## src/gat_pkg.sv

```systemverilog
/*
 * Shared widths and defaults for the attention front end.
 * Elements are signed int8. Wh and score widths are full precision,
 * so no stage saturates or rounds.
 */
`default_nettype none

package gat_pkg;

  // Element width of features, weights and attention entries
  localparam int DATA_W = 8;

  typedef logic signed [DATA_W-1:0] elem_t;

  // Right shift applied to negative coefficients
  localparam int LEAKY_SHIFT = 3;

  // ==========================================================
  // Default sizes
  // ==========================================================
  localparam int FEAT_IN_DEF     = 8;
  localparam int FEAT_OUT_DEF    = 4;
  localparam int IN_DEPTH_DEF    = 4;
  localparam int MID_DEPTH_DEF   = 2;
  localparam int OUT_CREDITS_DEF = 4;

  // One Wh element, sum of n_in products of two elements
  function automatic int wh_width(int n_in);
    return 2 * DATA_W + $clog2(n_in);
  endfunction

  // One score, sum of n_out products of Wh and an attention entry
  function automatic int score_width(int wh_w, int n_out);
    return wh_w + DATA_W + $clog2(n_out);
  endfunction

endpackage

`default_nettype wire

```

## src/credit_fifo.sv

```systemverilog
/*
 * Circular buffer with one credit pulse per pop.
 * The writer must hold a credit before each push, so no full flag
 * exists and a push into a full buffer is not guarded.
 * Head data is combinational, valid while not_empty is high.
 */
`default_nettype none

module credit_fifo #(
  parameter type payload_t = gat_pkg::elem_t,
  parameter int  DEPTH     = gat_pkg::IN_DEPTH_DEF
) (
  input  logic     clk,
  input  logic     rst_n,
  input  logic     push,
  input  payload_t push_data,
  input  logic     pop,
  output payload_t pop_data,
  output logic     not_empty,
  output logic     credit
);

  localparam int PTR_W = (DEPTH > 1) ? $clog2(DEPTH) : 1;
  localparam int CNT_W = $clog2(DEPTH + 1);

  payload_t         mem [DEPTH];
  logic [PTR_W-1:0] wr_ptr;
  logic [PTR_W-1:0] rd_ptr;
  logic [CNT_W-1:0] count;
  logic             do_pop;

  function automatic logic [PTR_W-1:0] next_ptr(logic [PTR_W-1:0] p);
    return (p == PTR_W'(DEPTH - 1)) ? '0 : p + 1'b1;
  endfunction

  assign not_empty = (count != '0);
  assign do_pop    = pop && not_empty;
  assign pop_data  = mem[rd_ptr];
  // Slot is free as soon as the head leaves
  assign credit    = do_pop;

  always_ff @(posedge clk) begin
    if (push) begin
      mem[wr_ptr] <= push_data;
    end
  end

  always_ff @(posedge clk) begin
    if (!rst_n) begin
      wr_ptr <= '0;
      rd_ptr <= '0;
      count  <= '0;
    end else begin
      if (push) begin
        wr_ptr <= next_ptr(wr_ptr);
      end
      if (do_pop) begin
        rd_ptr <= next_ptr(rd_ptr);
      end
      case ({push, do_pop})
        2'b10:   count <= count + 1'b1;
        2'b01:   count <= count - 1'b1;
        default: count <= count;
      endcase
    end
  end

endmodule

`default_nettype wire

```

## config.mk

```make
export PLATFORM = sky130hd
export DESIGN_NAME = credit_fifo
export DESIGN_NICKNAME = d
export VERILOG_FILES = /design/src/gat_pkg.sv /design/src/credit_fifo.sv
export SDC_FILE = /design/constraint.sdc
export NUM_CORES = 1
export LEC_CHECK = 0
export BUFFER_PORTS_ARGS = -buffer_cell sky130_fd_sc_hd__buf_2
export CORE_MARGIN = 5
export CORE_UTILIZATION = 59
export CTS_BUF_LIST = sky130_fd_sc_hd__clkbuf_8 sky130_fd_sc_hd__clkbuf_16
export CTS_CLUSTER_DIAMETER = 30
export DETAILED_ROUTE_END_ITERATION = 12
export GPL_TIMING_DRIVEN = 1
export PLACE_DENSITY_LB_ADDON = 0.1
export REMOVE_ABC_BUFFERS = 1
export SLEW_MARGIN = 20
export SYNTH_ARGS = -nofsm -noshare
export SYNTH_HDL_FRONTEND = slang
export SYNTH_SLANG_ARGS = --single-unit
export TNS_END_PERCENT = 100
```

## constraint.sdc

```tcl
create_clock -name clk -period 4.69 [get_ports clk]
set_clock_uncertainty 0.1 [all_clocks]
set_input_delay 0.2345 -clock clk [delete_from_list [all_inputs] [get_ports clk]]
set_output_delay 0.2345 -clock clk [all_outputs]
set_load 0.005 [all_outputs]
```

# After elaboration in Yosys (flattened, before gate mapping)
# Memories as Yosys holds them, arrays and structs flattened. A register that Yosys moved wholly into a read port is not among the register bits.
# Cells that the tools add are included.
# totals
ff_bits	7
mem_bits_rw	32
mem_bits_ro	0
latchBits	0
in_bits	12
memories	1
wordCells	22
# op_classes
n_div	0
add_sub_neg	4
n_bitwise	0
shift	0
muxes	7
eq_ne	4
multipliers	0
n_lt_le_gt_ge	0
reduce_logical	3
# mem_list
name	depth	word_bits	read_ports	rd_ports_with_merged_regs	wr	line_no	source
mem	4	8	1	1	1	credit_fifo.sv:26	payload_t mem [DEPTH];
# op_table
operator	count
2-bit 2-to-1 mux	4
2-bit == test (second input constant)	3
3-bit one-hot mux with 2 select lines	1
2-bit by 1-bit adder with 2-bit output (second input constant)	2
3-bit by 1-bit adder with 3-bit output (second input constant)	1
3-bit nonzero test	1
3-bit by 1-bit subtractor with 3-bit output (second input constant)	1
2-bit by 1-bit == test with 1-bit output (second input constant)	1
1-bit 2-to-1 mux	2
2-bit nonzero test	1
1-bit logical AND	1

# Logic depth before layout (Yosys ltp)
# logic_depth
ltp_word	4
ltp_mapped	8
mapped_depth_nobuf	8

# Worst setup path after synthesis
# No wires, ideal clock.
# synth_timing
path_kind	register -> register
startpoint	register count[0]
endpoint	register count[2]
setup_time_ns	0.070
n_path_buf	0
slack_ns	2.820
t_arrival_ns	1.700
path_stages_with_launch	9
required_time_ns	4.520
synth_period_minus_slack_ns	1.870
cell_sequence	dfxtp_1 o31ai_2 inv_1 ha_1 inv_1 fa_1 xor2_1 or3_1 a21boi_1
# synth_via
elab_chain_len	4
# synth_rtl
item	line_no	source
start: declaration	credit_fifo.sv:29	logic [CNT_W-1:0] count;
start signal: assignment	credit_fifo.sv:61	2'b10: count <= count + 1'b1;
start signal: assignment	credit_fifo.sv:62	2'b01: count <= count - 1'b1;
start signal: assignment	credit_fifo.sv:63	default: count <= count;
3-bit nonzero test *	credit_fifo.sv:36	assign not_empty = (count != '0);
1-bit logical AND *	credit_fifo.sv:37	assign do_pop = pop && not_empty;
named net credit	credit_fifo.sv:20	output logic credit
2-bit by 1-bit == test with 1-bit output or 2-bit == test (tied branches)	credit_fifo.sv:60	case ({push, do_pop})
3-bit one-hot mux with 2 select lines or 2-bit nonzero test (tied branches)	n/a	
# Mark *: on every way through the listed nets, which the timed path passes. The rest lies on a longest branch.
# A chain may end at the register's enable or synchronous reset.

==> results.cfg <==
[drt]
first_pass_iters = 4
routed_via_density = 5.47
drt_iter0_markers = 22
drc = 0
ant_nets = 0
drt_wl_total_microns = 2360
vias = 821
wire_per_inst_microns = 15.7

[place]
placement.io_buffers = 21
gp_congestion = 0.683
hpwl_microns = 1680
preCtsSetupSlack_ps = 2730
place_inst = 142

[critical_path]
critPathMaxFanout = 8
worstSetupPathType = register to output pin
timing.rr.start = count[1]
cpPeakStageDelay_ps = 680
timing.rr.end = count[2]
start_kind = register
worst_path_max_delay_cell = dfxtp_1
required_ps = 4360
worstPathCellList = mux4_2, buf_2
r2r_slack_ps = 2730
crit_arrival_ps = 1680
end_kind = output pin
reg2reg_depth = 8

[timing]
finalWorstPathRequiredPeriod_ps = 2020
rsz0062_at_grt = no
setup_violations = 0
fin_setup_tns_ps = 0
layout_setup_ws_ps = 2670
max-slew-margin-rel = 0.626
timing.fmax_mhz = 496
tightest_slew_ps = 560
finalCritPeriodShare = 0.430
drv_slew = 0
finalHoldViolations = 0

[final_layout]
diodes = 0
layout_commonest_cell = edfxtp_1
finalNetCount = 137
final_core_util = 0.677
syn_to_final_growth_pct = 12.8
layout-drive-gt1-share = 0.303
final_cell_mix = edfxtp_1 (32), buf_2 (21), inv_1 (9), dfxtp_1 (9), mux4_2 (8)
fin_cells = 150

[power]
power_density_nw_per_um2 = 460
seqPwrFrac = 0.547
leakage_nw = 0.679
p_sw_frac = 0.258
p_int_mw = 0.627
switching_power_mw = 0.218
comb_power_share = 0.205
p_clk_frac = 0.248
peakVddDrop_mv = 0.342

[floorplan]
fp.dieArea_sq_um = 3910
io_pins = 22
rows = 19
die_y_microns = 62.5
start_util = 0.600
die_x_microns = 62.5
core_region_area_sq_um = 2710

[worst_hold_path]
holdPathStages = 1
hold_path.class = input pin to register
hold_start = push_data[3]
min_to = mem[0][3]

[global_route]
antenna_found_initial = 0
grt_pass1_vias = 897
grt_usage = 0.143
overflow = 0
grt_max_degree = 13
grt_pass1_wl_microns = 4260

[clocking]
cts_setup_buffers = 0
cts_buffers = 5
clk_latency_ps = 290
path_clk_slew_ps = 70
cts_max_path_buffers = 2
cts_resized = 0
cts_tree = yes
clock-sinks = 41
cts_max_level = 2
root_buffer = clkbuf_8
hold_buffers = 0

[yosys]
seq_area_frac_synth = 0.702
syn_inst = 92
postSynthAreaPerCell_sq_um = 17.7
ys_ff_latch = 41
yosys_warnings = 0
ys_types = 22
synth_area_sq_um = 1630

[flow_run]
drv_cap = 0

[run_status]
outcome = finished, final reports clean
[Yosys cell counts]
cell type / instances / area [sq um]
xor2_1: 1 / 8.76
mux2i_1: 1 / 10.0
nand2_1: 3 / 11.3
nor2_1: 1 / 3.75
dfxtp_1: 9 / 180
inv_1: 7 / 26.3
and2_1: 6 / 37.5
o21ai_0: 4 / 20.0
ha_1: 6 / 75.1
a21oi_1: 1 / 5.00
fa_1: 1 / 20.0
nor2b_1: 2 / 12.5
a21boi_1: 1 / 7.51
nor3b_1: 1 / 7.51
or3_1: 2 / 12.5
nand3_1: 2 / 10.0
edfxtp_1: 32 / 961
o31ai_2: 1 / 12.5
buf_6: 1 / 11.3
mux4_2: 8 / 180
clkbuf_2: 1 / 5.00
xnor2_1: 1 / 8.76
[flip-flops by register name (all words and copies together) (netlist names), named ones only]
name / cells
count: 3
mem: 32
rd_ptr: 2
wr_ptr: 2
[through the flow]
stage / total power [mW] / hold slack, ps / cell area (sq um)
after CTS: 0.857 / 55.5 / 1840
final: 0.844 / 62.4 / 1840
after detailed placement: 0.649 / 354 / 1750
after floorplan: 0.580 / 233 / 1610
after global routing: 0.901 / 51.1 / 1840
after global placement: 0.643 / 345 / 1750
[final cells by class]
cell class	count	area [sq um]
tap	31	38.8
inverter	7	26.3
clock inverter	3	12.5
fill	211	875
timing repair buffer	21	105
multi-input combinational	42	443
sequential	41	1140
clock buffer	5	68.8
[worst max-delay path, delay by kind of cell, from the launching register on]
kind | cells | cell delay, ps
buf+inv | 1 | 140
flops | 1 | 680
mux | 1 | 580
[power groups by stage]
stage / Clock, mW / Combinational [mW] / Sequential [mW]
after floorplan: 0 / 0.119 / 0.461
after global placement: 0 / 0.173 / 0.470
after detailed placement: 0 / 0.177 / 0.472
after CTS: 0.215 / 0.178 / 0.464
after global routing: 0.233 / 0.196 / 0.471
final: 0.209 / 0.173 / 0.462
[routing by layer]
layer	track usage	wire (microns)	share of wire	vias to the layer above
met2	0.233	1230	0.52	22
met3	0.0378	97	0.041	9
met5	0	0	0	-
li1	-	-	-	394
met4	0.0875	72	0.030	0
met1	0.167	961	0.41	396
[cell families after synthesis]
logic type / after synthesis / share of synthesized area
buf+inv: 9 / 0.0262
compound gates: 7 / 0.0277
mux: 9 / 0.117
fa+ha+maj: 7 / 0.0585
xor+xnor: 2 / 0.0108
flops: 41 / 0.702
simple gates: 17 / 0.0585
[how the worst max path moves through the flow]
stage | start | to | slack [ps] | cells past startpoint
floorplan | count[0] | count[2] | 2820 | 8
global placement | count[1] | count[1] | 2800 | 7
detailed placement | count[1] | count[2] | 2730 | 8
CTS | register | pop_data[6] | 2610 | 2
global route | count[1] | count[2] | 2520 | 8
finish | register | pop_data[6] | 2670 | 2
No activity file was read; power rests on OpenSTA's default activity.
