--- config.mk ---
export PLATFORM = sky130hd
export DESIGN_NAME = attn_score
export DESIGN_NICKNAME = d
export VERILOG_FILES = /design/src/gat_pkg.sv /design/src/attn_score.sv
export SDC_FILE = /design/constraint.sdc
export NUM_CORES = 2
export LEC_CHECK = 0
export BUFFER_PORTS_ARGS = -buffer_cell sky130_fd_sc_hd__buf_2
export CAP_MARGIN = 30
export CORE_MARGIN = 5
export CORE_UTILIZATION = 58
export CTS_CLUSTER_DIAMETER = 120
export DETAILED_ROUTE_END_ITERATION = 10
export PLACE_DENSITY = 0.79
export SLEW_MARGIN = 5
export SYNTH_ARGS = -nofsm -noshare
export SYNTH_HDL_FRONTEND = slang
export SYNTH_SLANG_ARGS = --single-unit
--- constraint.sdc ---
create_clock -name clk -period 6.6 [get_ports clk]
set_input_delay 0.66 -clock clk [delete_from_list [all_inputs] [get_ports clk]]
set_output_delay 0.66 -clock clk [all_outputs]
set_load 0.005 [all_outputs]
--- src/gat_pkg.sv ---
/*
 * Shared widths and defaults for the attention front end.
 * Elements are signed int8. Wh and score widths are full precision,
 * so no stage saturates or rounds.
 */
`default_nettype none

package gat_pkg;

  // Element width of features, weights and attention entries
  localparam int DATA_W = 8;

  typedef logic signed [DATA_W-1:0] elem_t;

  // Right shift applied to negative coefficients
  localparam int LEAKY_SHIFT = 3;

  // ==========================================================
  // Default sizes
  // ==========================================================
  localparam int FEAT_IN_DEF     = 8;
  localparam int FEAT_OUT_DEF    = 4;
  localparam int IN_DEPTH_DEF    = 4;
  localparam int MID_DEPTH_DEF   = 2;
  localparam int OUT_CREDITS_DEF = 4;

  // One Wh element, sum of n_in products of two elements
  function automatic int wh_width(int n_in);
    return 2 * DATA_W + $clog2(n_in);
  endfunction

  // One score, sum of n_out products of Wh and an attention entry
  function automatic int score_width(int wh_w, int n_out);
    return wh_w + DATA_W + $clog2(n_out);
  endfunction

endpackage

`default_nettype wire

--- src/attn_score.sv ---
/*
 * Attention scoring, two pipeline stages from pop to out_valid.
 * Entries 0..FEAT_OUT-1 of a give the source score, the rest the
 * destination score. a must not change while a node is in flight.
 * Output credits are charged at pop, so in-flight items hold one.
 */
`default_nettype none

module attn_score #(
  parameter int  FEAT_IN     = gat_pkg::FEAT_IN_DEF,
  parameter int  FEAT_OUT    = gat_pkg::FEAT_OUT_DEF,
  parameter int  OUT_CREDITS = gat_pkg::OUT_CREDITS_DEF,
  localparam int WH_W        = gat_pkg::wh_width(FEAT_IN),
  localparam int SC_W        = gat_pkg::score_width(WH_W, FEAT_OUT),
  localparam int COEF_W      = SC_W + 1,
  localparam int A_ADDR_W    = $clog2(2 * FEAT_OUT)
) (
  input  logic                          clk,
  input  logic                          rst_n,
  input  logic                          a_we,
  input  logic [A_ADDR_W-1:0]           a_addr,
  input  gat_pkg::elem_t                a_din,
  input  logic [FEAT_OUT-1:0][WH_W-1:0] wh,
  input  logic                          wh_ready,
  output logic                          wh_pop,
  output logic                          out_valid,
  output logic [FEAT_OUT-1:0][WH_W-1:0] out_wh,
  output logic signed [SC_W-1:0]        out_src,
  output logic signed [SC_W-1:0]        out_dst,
  output logic signed [COEF_W-1:0]      out_coef,
  input  logic                          out_credit
);

  import gat_pkg::*;

  localparam int OC_W = $clog2(OUT_CREDITS + 1);

  elem_t                         a_mem [2 * FEAT_OUT];
  logic signed [SC_W-1:0]        src;
  logic signed [SC_W-1:0]        dst;
  logic                          s1_valid;
  logic [FEAT_OUT-1:0][WH_W-1:0] s1_wh;
  logic signed [SC_W-1:0]        s1_src;
  logic signed [SC_W-1:0]        s1_dst;
  logic signed [COEF_W-1:0]      sum;
  logic [OC_W-1:0]               cred;

  always_ff @(posedge clk) begin
    if (a_we) begin
      a_mem[a_addr] <= a_din;
    end
  end

  always_comb begin
    src = '0;
    dst = '0;
    for (int j = 0; j < FEAT_OUT; j++) begin
      src = src + $signed(wh[j]) * a_mem[j];
      dst = dst + $signed(wh[j]) * a_mem[FEAT_OUT + j];
    end
  end

  assign wh_pop = wh_ready && (cred != '0);
  assign sum    = s1_src + s1_dst;

  // ==========================================================
  // Stage 1 scores, stage 2 leaky ReLU
  // ==========================================================
  always_ff @(posedge clk) begin
    if (!rst_n) begin
      s1_valid  <= 1'b0;
      out_valid <= 1'b0;
    end else begin
      s1_valid  <= wh_pop;
      out_valid <= s1_valid;
    end
  end

  always_ff @(posedge clk) begin
    s1_wh    <= wh;
    s1_src   <= src;
    s1_dst   <= dst;
    out_wh   <= s1_wh;
    out_src  <= s1_src;
    out_dst  <= s1_dst;
    out_coef <= sum[COEF_W-1] ? (sum >>> LEAKY_SHIFT) : sum;
  end

  always_ff @(posedge clk) begin
    if (!rst_n) begin
      cred <= OC_W'(OUT_CREDITS);
    end else begin
      cred <= cred - OC_W'(wh_pop) + OC_W'(out_credit);
    end
  end

endmodule

`default_nettype wire

* After elaboration in Yosys (flattened, before gate mapping)
Memories as Yosys holds them, arrays and structs flattened.
Cells that the tools add are included.
** Word-level totals
- Register bits after elaboration :: 303
- Bits in latches :: 0
- RAM bits :: 64
- Bits in read-only memories :: 0
- Output and inout port bits :: 166
- Logic and storage cells :: 40
- Memories kept :: 1
** Memory list
- a_mem :: depth 8, bits a word 8, rd ports 8, clocked after Yosys merged registers in 0, wr ports 1, line attn_score.sv:38 : elem_t a_mem [2 * FEAT_OUT];
** Operators by class
- Add/sub/neg operators :: 9
- $mul :: 8
- Divide/modulo/power cells :: 0
- $lt $le $gt $ge :: 0
- Eq/ne operators :: 0
- Shift-type cells :: 0
- Mux-type cells :: 3
- Bitwise logic cells :: 0
- Reduce and logical (&&, ||, !) cells :: 2
** Operator list (count)
- 19-bit by 8-bit multiplier with 27-bit output :: 8
- 28-bit by 27-bit adder with 29-bit output :: 2
- 29-bit by 27-bit adder with 29-bit output :: 2
- 27-bit by 27-bit adder with 28-bit output :: 2
- 29-bit by 29-bit adder with 30-bit output :: 1
- 30-bit 2-to-1 mux :: 1
- 3-bit by 1-bit adder with 3-bit output :: 1
- 3-bit nonzero test :: 1
- 3-bit by 1-bit subtractor with 3-bit output :: 1
- 1-bit 2-to-1 mux :: 2
- 1-bit logical AND :: 1

* Depth between registers and ports, before layout
- Depth in word-level cells :: 4
- Gate-level depth with buffers :: 27
- Gate-level depth less buffers :: 26

* Worst setup path before layout
No wires, ideal clock.
- Path type :: input to register
- Start :: input wh[16] in the netlist's numbering
- End :: register s1_dst[27]
- Data arrival time :: 7.129 ns
- Data required time :: 6.528 ns
- Path slack :: -0.601 ns
- Cell stages on the path :: 24
- Path through :: clkbuf_1 -> nand2_1 -> fa_1 -> inv_1 -> fa_1 -> inv_1 -> fa_1 -> fa_1 -> inv_1 -> fa_1 -> fa_1 -> fa_1 -> inv_1 -> fa_1 -> inv_1 -> ha_1 -> a21oi_1 -> o21ai_0 -> a21o_1 -> a221o_1 -> a31o_2 -> a41o_1 -> o41ai_1 -> xnor2_1
** Between the ends
- Cells in the longest elaborated chain, start to end :: 4
** Ends and longest elaborated chain
- start, declared :: line attn_score.sv:23 : input logic [FEAT_OUT-1:0][WH_W-1:0] wh,
- 19-bit by 8-bit multiplier with 27-bit output :: line attn_score.sv:59 : dst = dst + $signed(wh[j]) * a_mem[FEAT_OUT + j];
- 27-bit by 27-bit adder with 28-bit output :: line attn_score.sv:59
- 28-bit by 27-bit adder with 29-bit output :: line attn_score.sv:59
- 29-bit by 27-bit adder with 29-bit output :: line attn_score.sv:59
- via dst[27] :: line attn_score.sv:40 : logic signed [SC_W-1:0] dst;
- end signal, assigned :: line attn_score.sv:82 : s1_dst <= dst;
- end, declared :: line attn_score.sv:44 : logic signed [SC_W-1:0] s1_dst;
The timed path passes the listed nets, and every way through them passes these cells.
A chain may end at the register's enable or synchronous reset.

==> flow_summary_export.csv <==
group,metric,value,unit
run_status,status,"complete, but fails checks",
run_status,violations,"negative setup slack",
hold_path,min_path_type,"input port to register",
timing,setup_viol,36,
clock_network,htree_levels,2,
finish,syn_to_final_growth,22.43,%
global_route,grt_pass1_vias,44350,
clock_network,cts_hold_buf,0,
timing,period_share,108.7,%
routing,wl,168600,µm
hold_path,hold_start,"wh[38]",
timing,period_needed,7.172,ns
timing,skew,0.03581,ns
hold_path,min_path_cells,1,
setup_path,reg2reg_to,"s1_dst[27]$_DFF_P_",
yosys,yosys.area.top_type_share,49.03,%
timing,fin_ws,-0.5720,ns
setup_path,start_kind,"register",
floorplan,die_w,312.3,µm
yosys,synth_area_leaders,"fa_1 49%, dfxtp_1 11%, inv_1 9.9%, ha_1 6.9%, and2_1 6.0%",
floorplan,fp.dieH,312.3,µm
setup_path,regToRegStartpoint,"a_mem[7][6]$_DFFE_PP_",
hold_path,min_to,"s1_wh[38]$_DFF_P_",
routing,drt_iter0_drc,3491,
global_route,grt_overflow_total,0,
clock_network,cts.sinks,367,
routing,drc,0,
clock_network,cts_buffers,46,
yosys,synth_warnings,0,
setup_path,required,7.17,ns
floorplan,dieArea,0.09752,mm²
yosys,ys_ff_latch,367,
yosys,synthCells,5258,
floorplan,placementRows,110,
floorplan,core_region_area,0.09042,mm²
timing,holdWs,0.1955,ns
yosys,synth-edff-count,64,
finish,layout.nets,7791,
setup_path,cp.arrival,7.74,ns
setup_path,r2r_cells,23,
yosys,yosysSeqAreaShare,15.07,%
setup_path,critPathMaxFanout,8,
setup_path,r2r_slack,-0.57,ns
yosys,synthTopCellsByCount,"1393 x inv_1, 1298 x fa_1, 606 x nand2_1",
yosys,yosysUniqueCellTypes,60,
floorplan,ios,258,
timing,grt_setup_unrepaired,"true",
yosys,synth_most_common_cell,"inv_1",
timing,max_freq,139.4,MHz
yosys,avgSynthCellArea,10.08,µm²
finish,layout-drive-gt1-share,23.89,%
yosys,ys.flop_type,"dfxtp_1",
yosys,synth_area,0.05300,mm²
clock_network,path_clk_slew,0.08,ns
yosys,synthArstFlopShare,0,%
routing,via_count,39850,
clock_network,clock_latency,0.66,ns
routing,first_pass_iters,8,
setup_path,cp-end-kind,"register",
yosys,yosys.area.top_type,"fa_1",
timing,timing.final.hold_violations,0,
placement,place_hpwl,137700,µm
global_route,grt_max_degree,30,
placement,globalplace.congestion,1.015,
global_route,grt_usage,34.60,%
clock_network,cts_tree,"yes",
setup_path,critical_path_class,"register to register",
floorplan,start_util,58.61,%
clock_network,cts_root_buf,"clkbuf_16",
timing,tightest_slew,1.018,ns
timing,slew_viol_final,0,
clock_network,clockBufferDepth,3,
global_route,grt_pass1_wl,252900,µm
routing,via_per_inst,5.436,
global_route,antenna_found_initial,6,
yosys,synth_nets,6939,
routing,antenna_left,0,
timing,maxSlewHeadroom,31.88,%
run,drv_cap,0,
routing,avgRoutedWirePerCell,23.00,µm
placement,port_buffers,257,
[critical path, stage by stage, from the launching register on]
cell and delay, ns:
edfxtp_1 0.49, buf_8 0.19, buf_4 0.14, nand2_1 0.07, fa_1 0.51, fa_1 0.53
inv_1 0.06, fa_1 0.51, fa_1 0.55, fa_1 0.44, fa_1 0.50, fa_1 0.50
inv_1 0.05, fa_1 0.50, inv_1 0.08, ha_4 0.25, a21oi_2 0.18, o21ai_2 0.08
a21o_1 0.18, a221o_1 0.35, a31o_4 0.25, a41o_1 0.20, o41ai_2 0.27, xnor2_1 0.16
[metal layers]
metal / track usage [%] / wire, µm
met1: 38.20 / 54140
met2: 57.42 / 80390
met3: 6.904 / 14610
met4: 29.81 / 19390
met5: 0 / 41
[sequential cells by signal, indices dropped and copies added, names as in the netlist]
name / flops
out_valid: 1
s1_dst: 29
out_dst: 29
out_wh: 76
s1_src: 29
s1_valid: 1
out_src: 29
cred: 3
a_mem: 64
out_coef: 30
s1_wh: 76
[cell families (layout without fill, tap and decap cells)]
group / after synthesis / in the layout / share of synthesized area [%]
DFF: 367 / 367 / 15.07
and+or+nand+nor: 1387 / 1387 / 13.10
adders and majority gates: 1589 / 1589 / 55.90
AOI/OAI and AO/OA: 231 / 231 / 2.772
muxes: 16 / 16 / 0.3235
other: 0 / 8 / 0
xor gates and xnor gates: 102 / 102 / 1.686
buffers and inverters: 1566 / 2454 / 11.15
[stage by stage]
step	util [%]	cells	setup TNS [ns]	setup slack [ns]	instance area, µm²
3_3_place_gp	66.54	7100	-21.59	-0.8938	60170
5_1_grt	71.74	7326	-17.36	-0.8000	64870
3_5_place_dp	66.59	7104	-23.43	-0.9688	60210
6_report	71.75	7330	-10.32	-0.5720	64880
4_1_cts	70.89	7285	-5.217	-0.4448	64110
2_1_floorplan	-	5258	-0.5958	-0.2018	53630
[placed cells by master (no fill, tap or decap), types with 68 or more instances in the layout]
cell type  instances
inv_1           1323
ha_1             254
nand2_1          582
nand2b_1          87
and2_1           457
buf_4            570
nor2_1            79
inv_2             68
fa_1            1202
fa_2              96
buf_2            257
buf_6            104
dfxtp_1          303
[area by class of cell]
| cell class | instances | area [µm²] |
|---|---|---|
| Clock inverter | 31 | 414.1 |
| Clock buffer | 53 | 1240 |
| Tap cell | 1176 | 1471 |
| Sequential cell | 367 | 7988 |
| Fill cell | 6040 | 25540 |
| Antenna cell | 8 | 20.02 |
| Timing Repair Buffer | 977 | 7660 |
| Inverter | 1393 | 5235 |
| Multi-Input combinational cell | 3325 | 40850 |
[worst max-delay path by stage]
stage / to / from / cells past startpoint / slack (ns)
2_1_floorplan: s1_dst[27]$_DFF_P_ / wh[75] / 21 / -0.20
3_3_place_gp: s1_dst[28]$_DFF_P_ / wh[41] / 23 / -0.89
3_5_place_dp: s1_dst[28]$_DFF_P_ / wh[7] / 25 / -0.97
4_1_cts: s1_dst[27]$_DFF_P_ / a_mem[7][1]$_DFFE_PP_ / 26 / -0.44
5_1_grt: s1_dst[27]$_DFF_P_ / a_mem[7][1]$_DFFE_PP_ / 26 / -0.80
6_report: s1_dst[27]$_DFF_P_ / a_mem[7][6]$_DFFE_PP_ / 23 / -0.57
[repair_timing]
action,CTS,global route
gates resized for setup,368,145
endpoints found under the setup margin,39,39
pin swaps,260,188
gates cloned,3,0
setup buffers,104,49
Power is left out: the tool's default activity adds up to more than one toggle a clock period on the data nets, which glitch-free logic cannot reach.
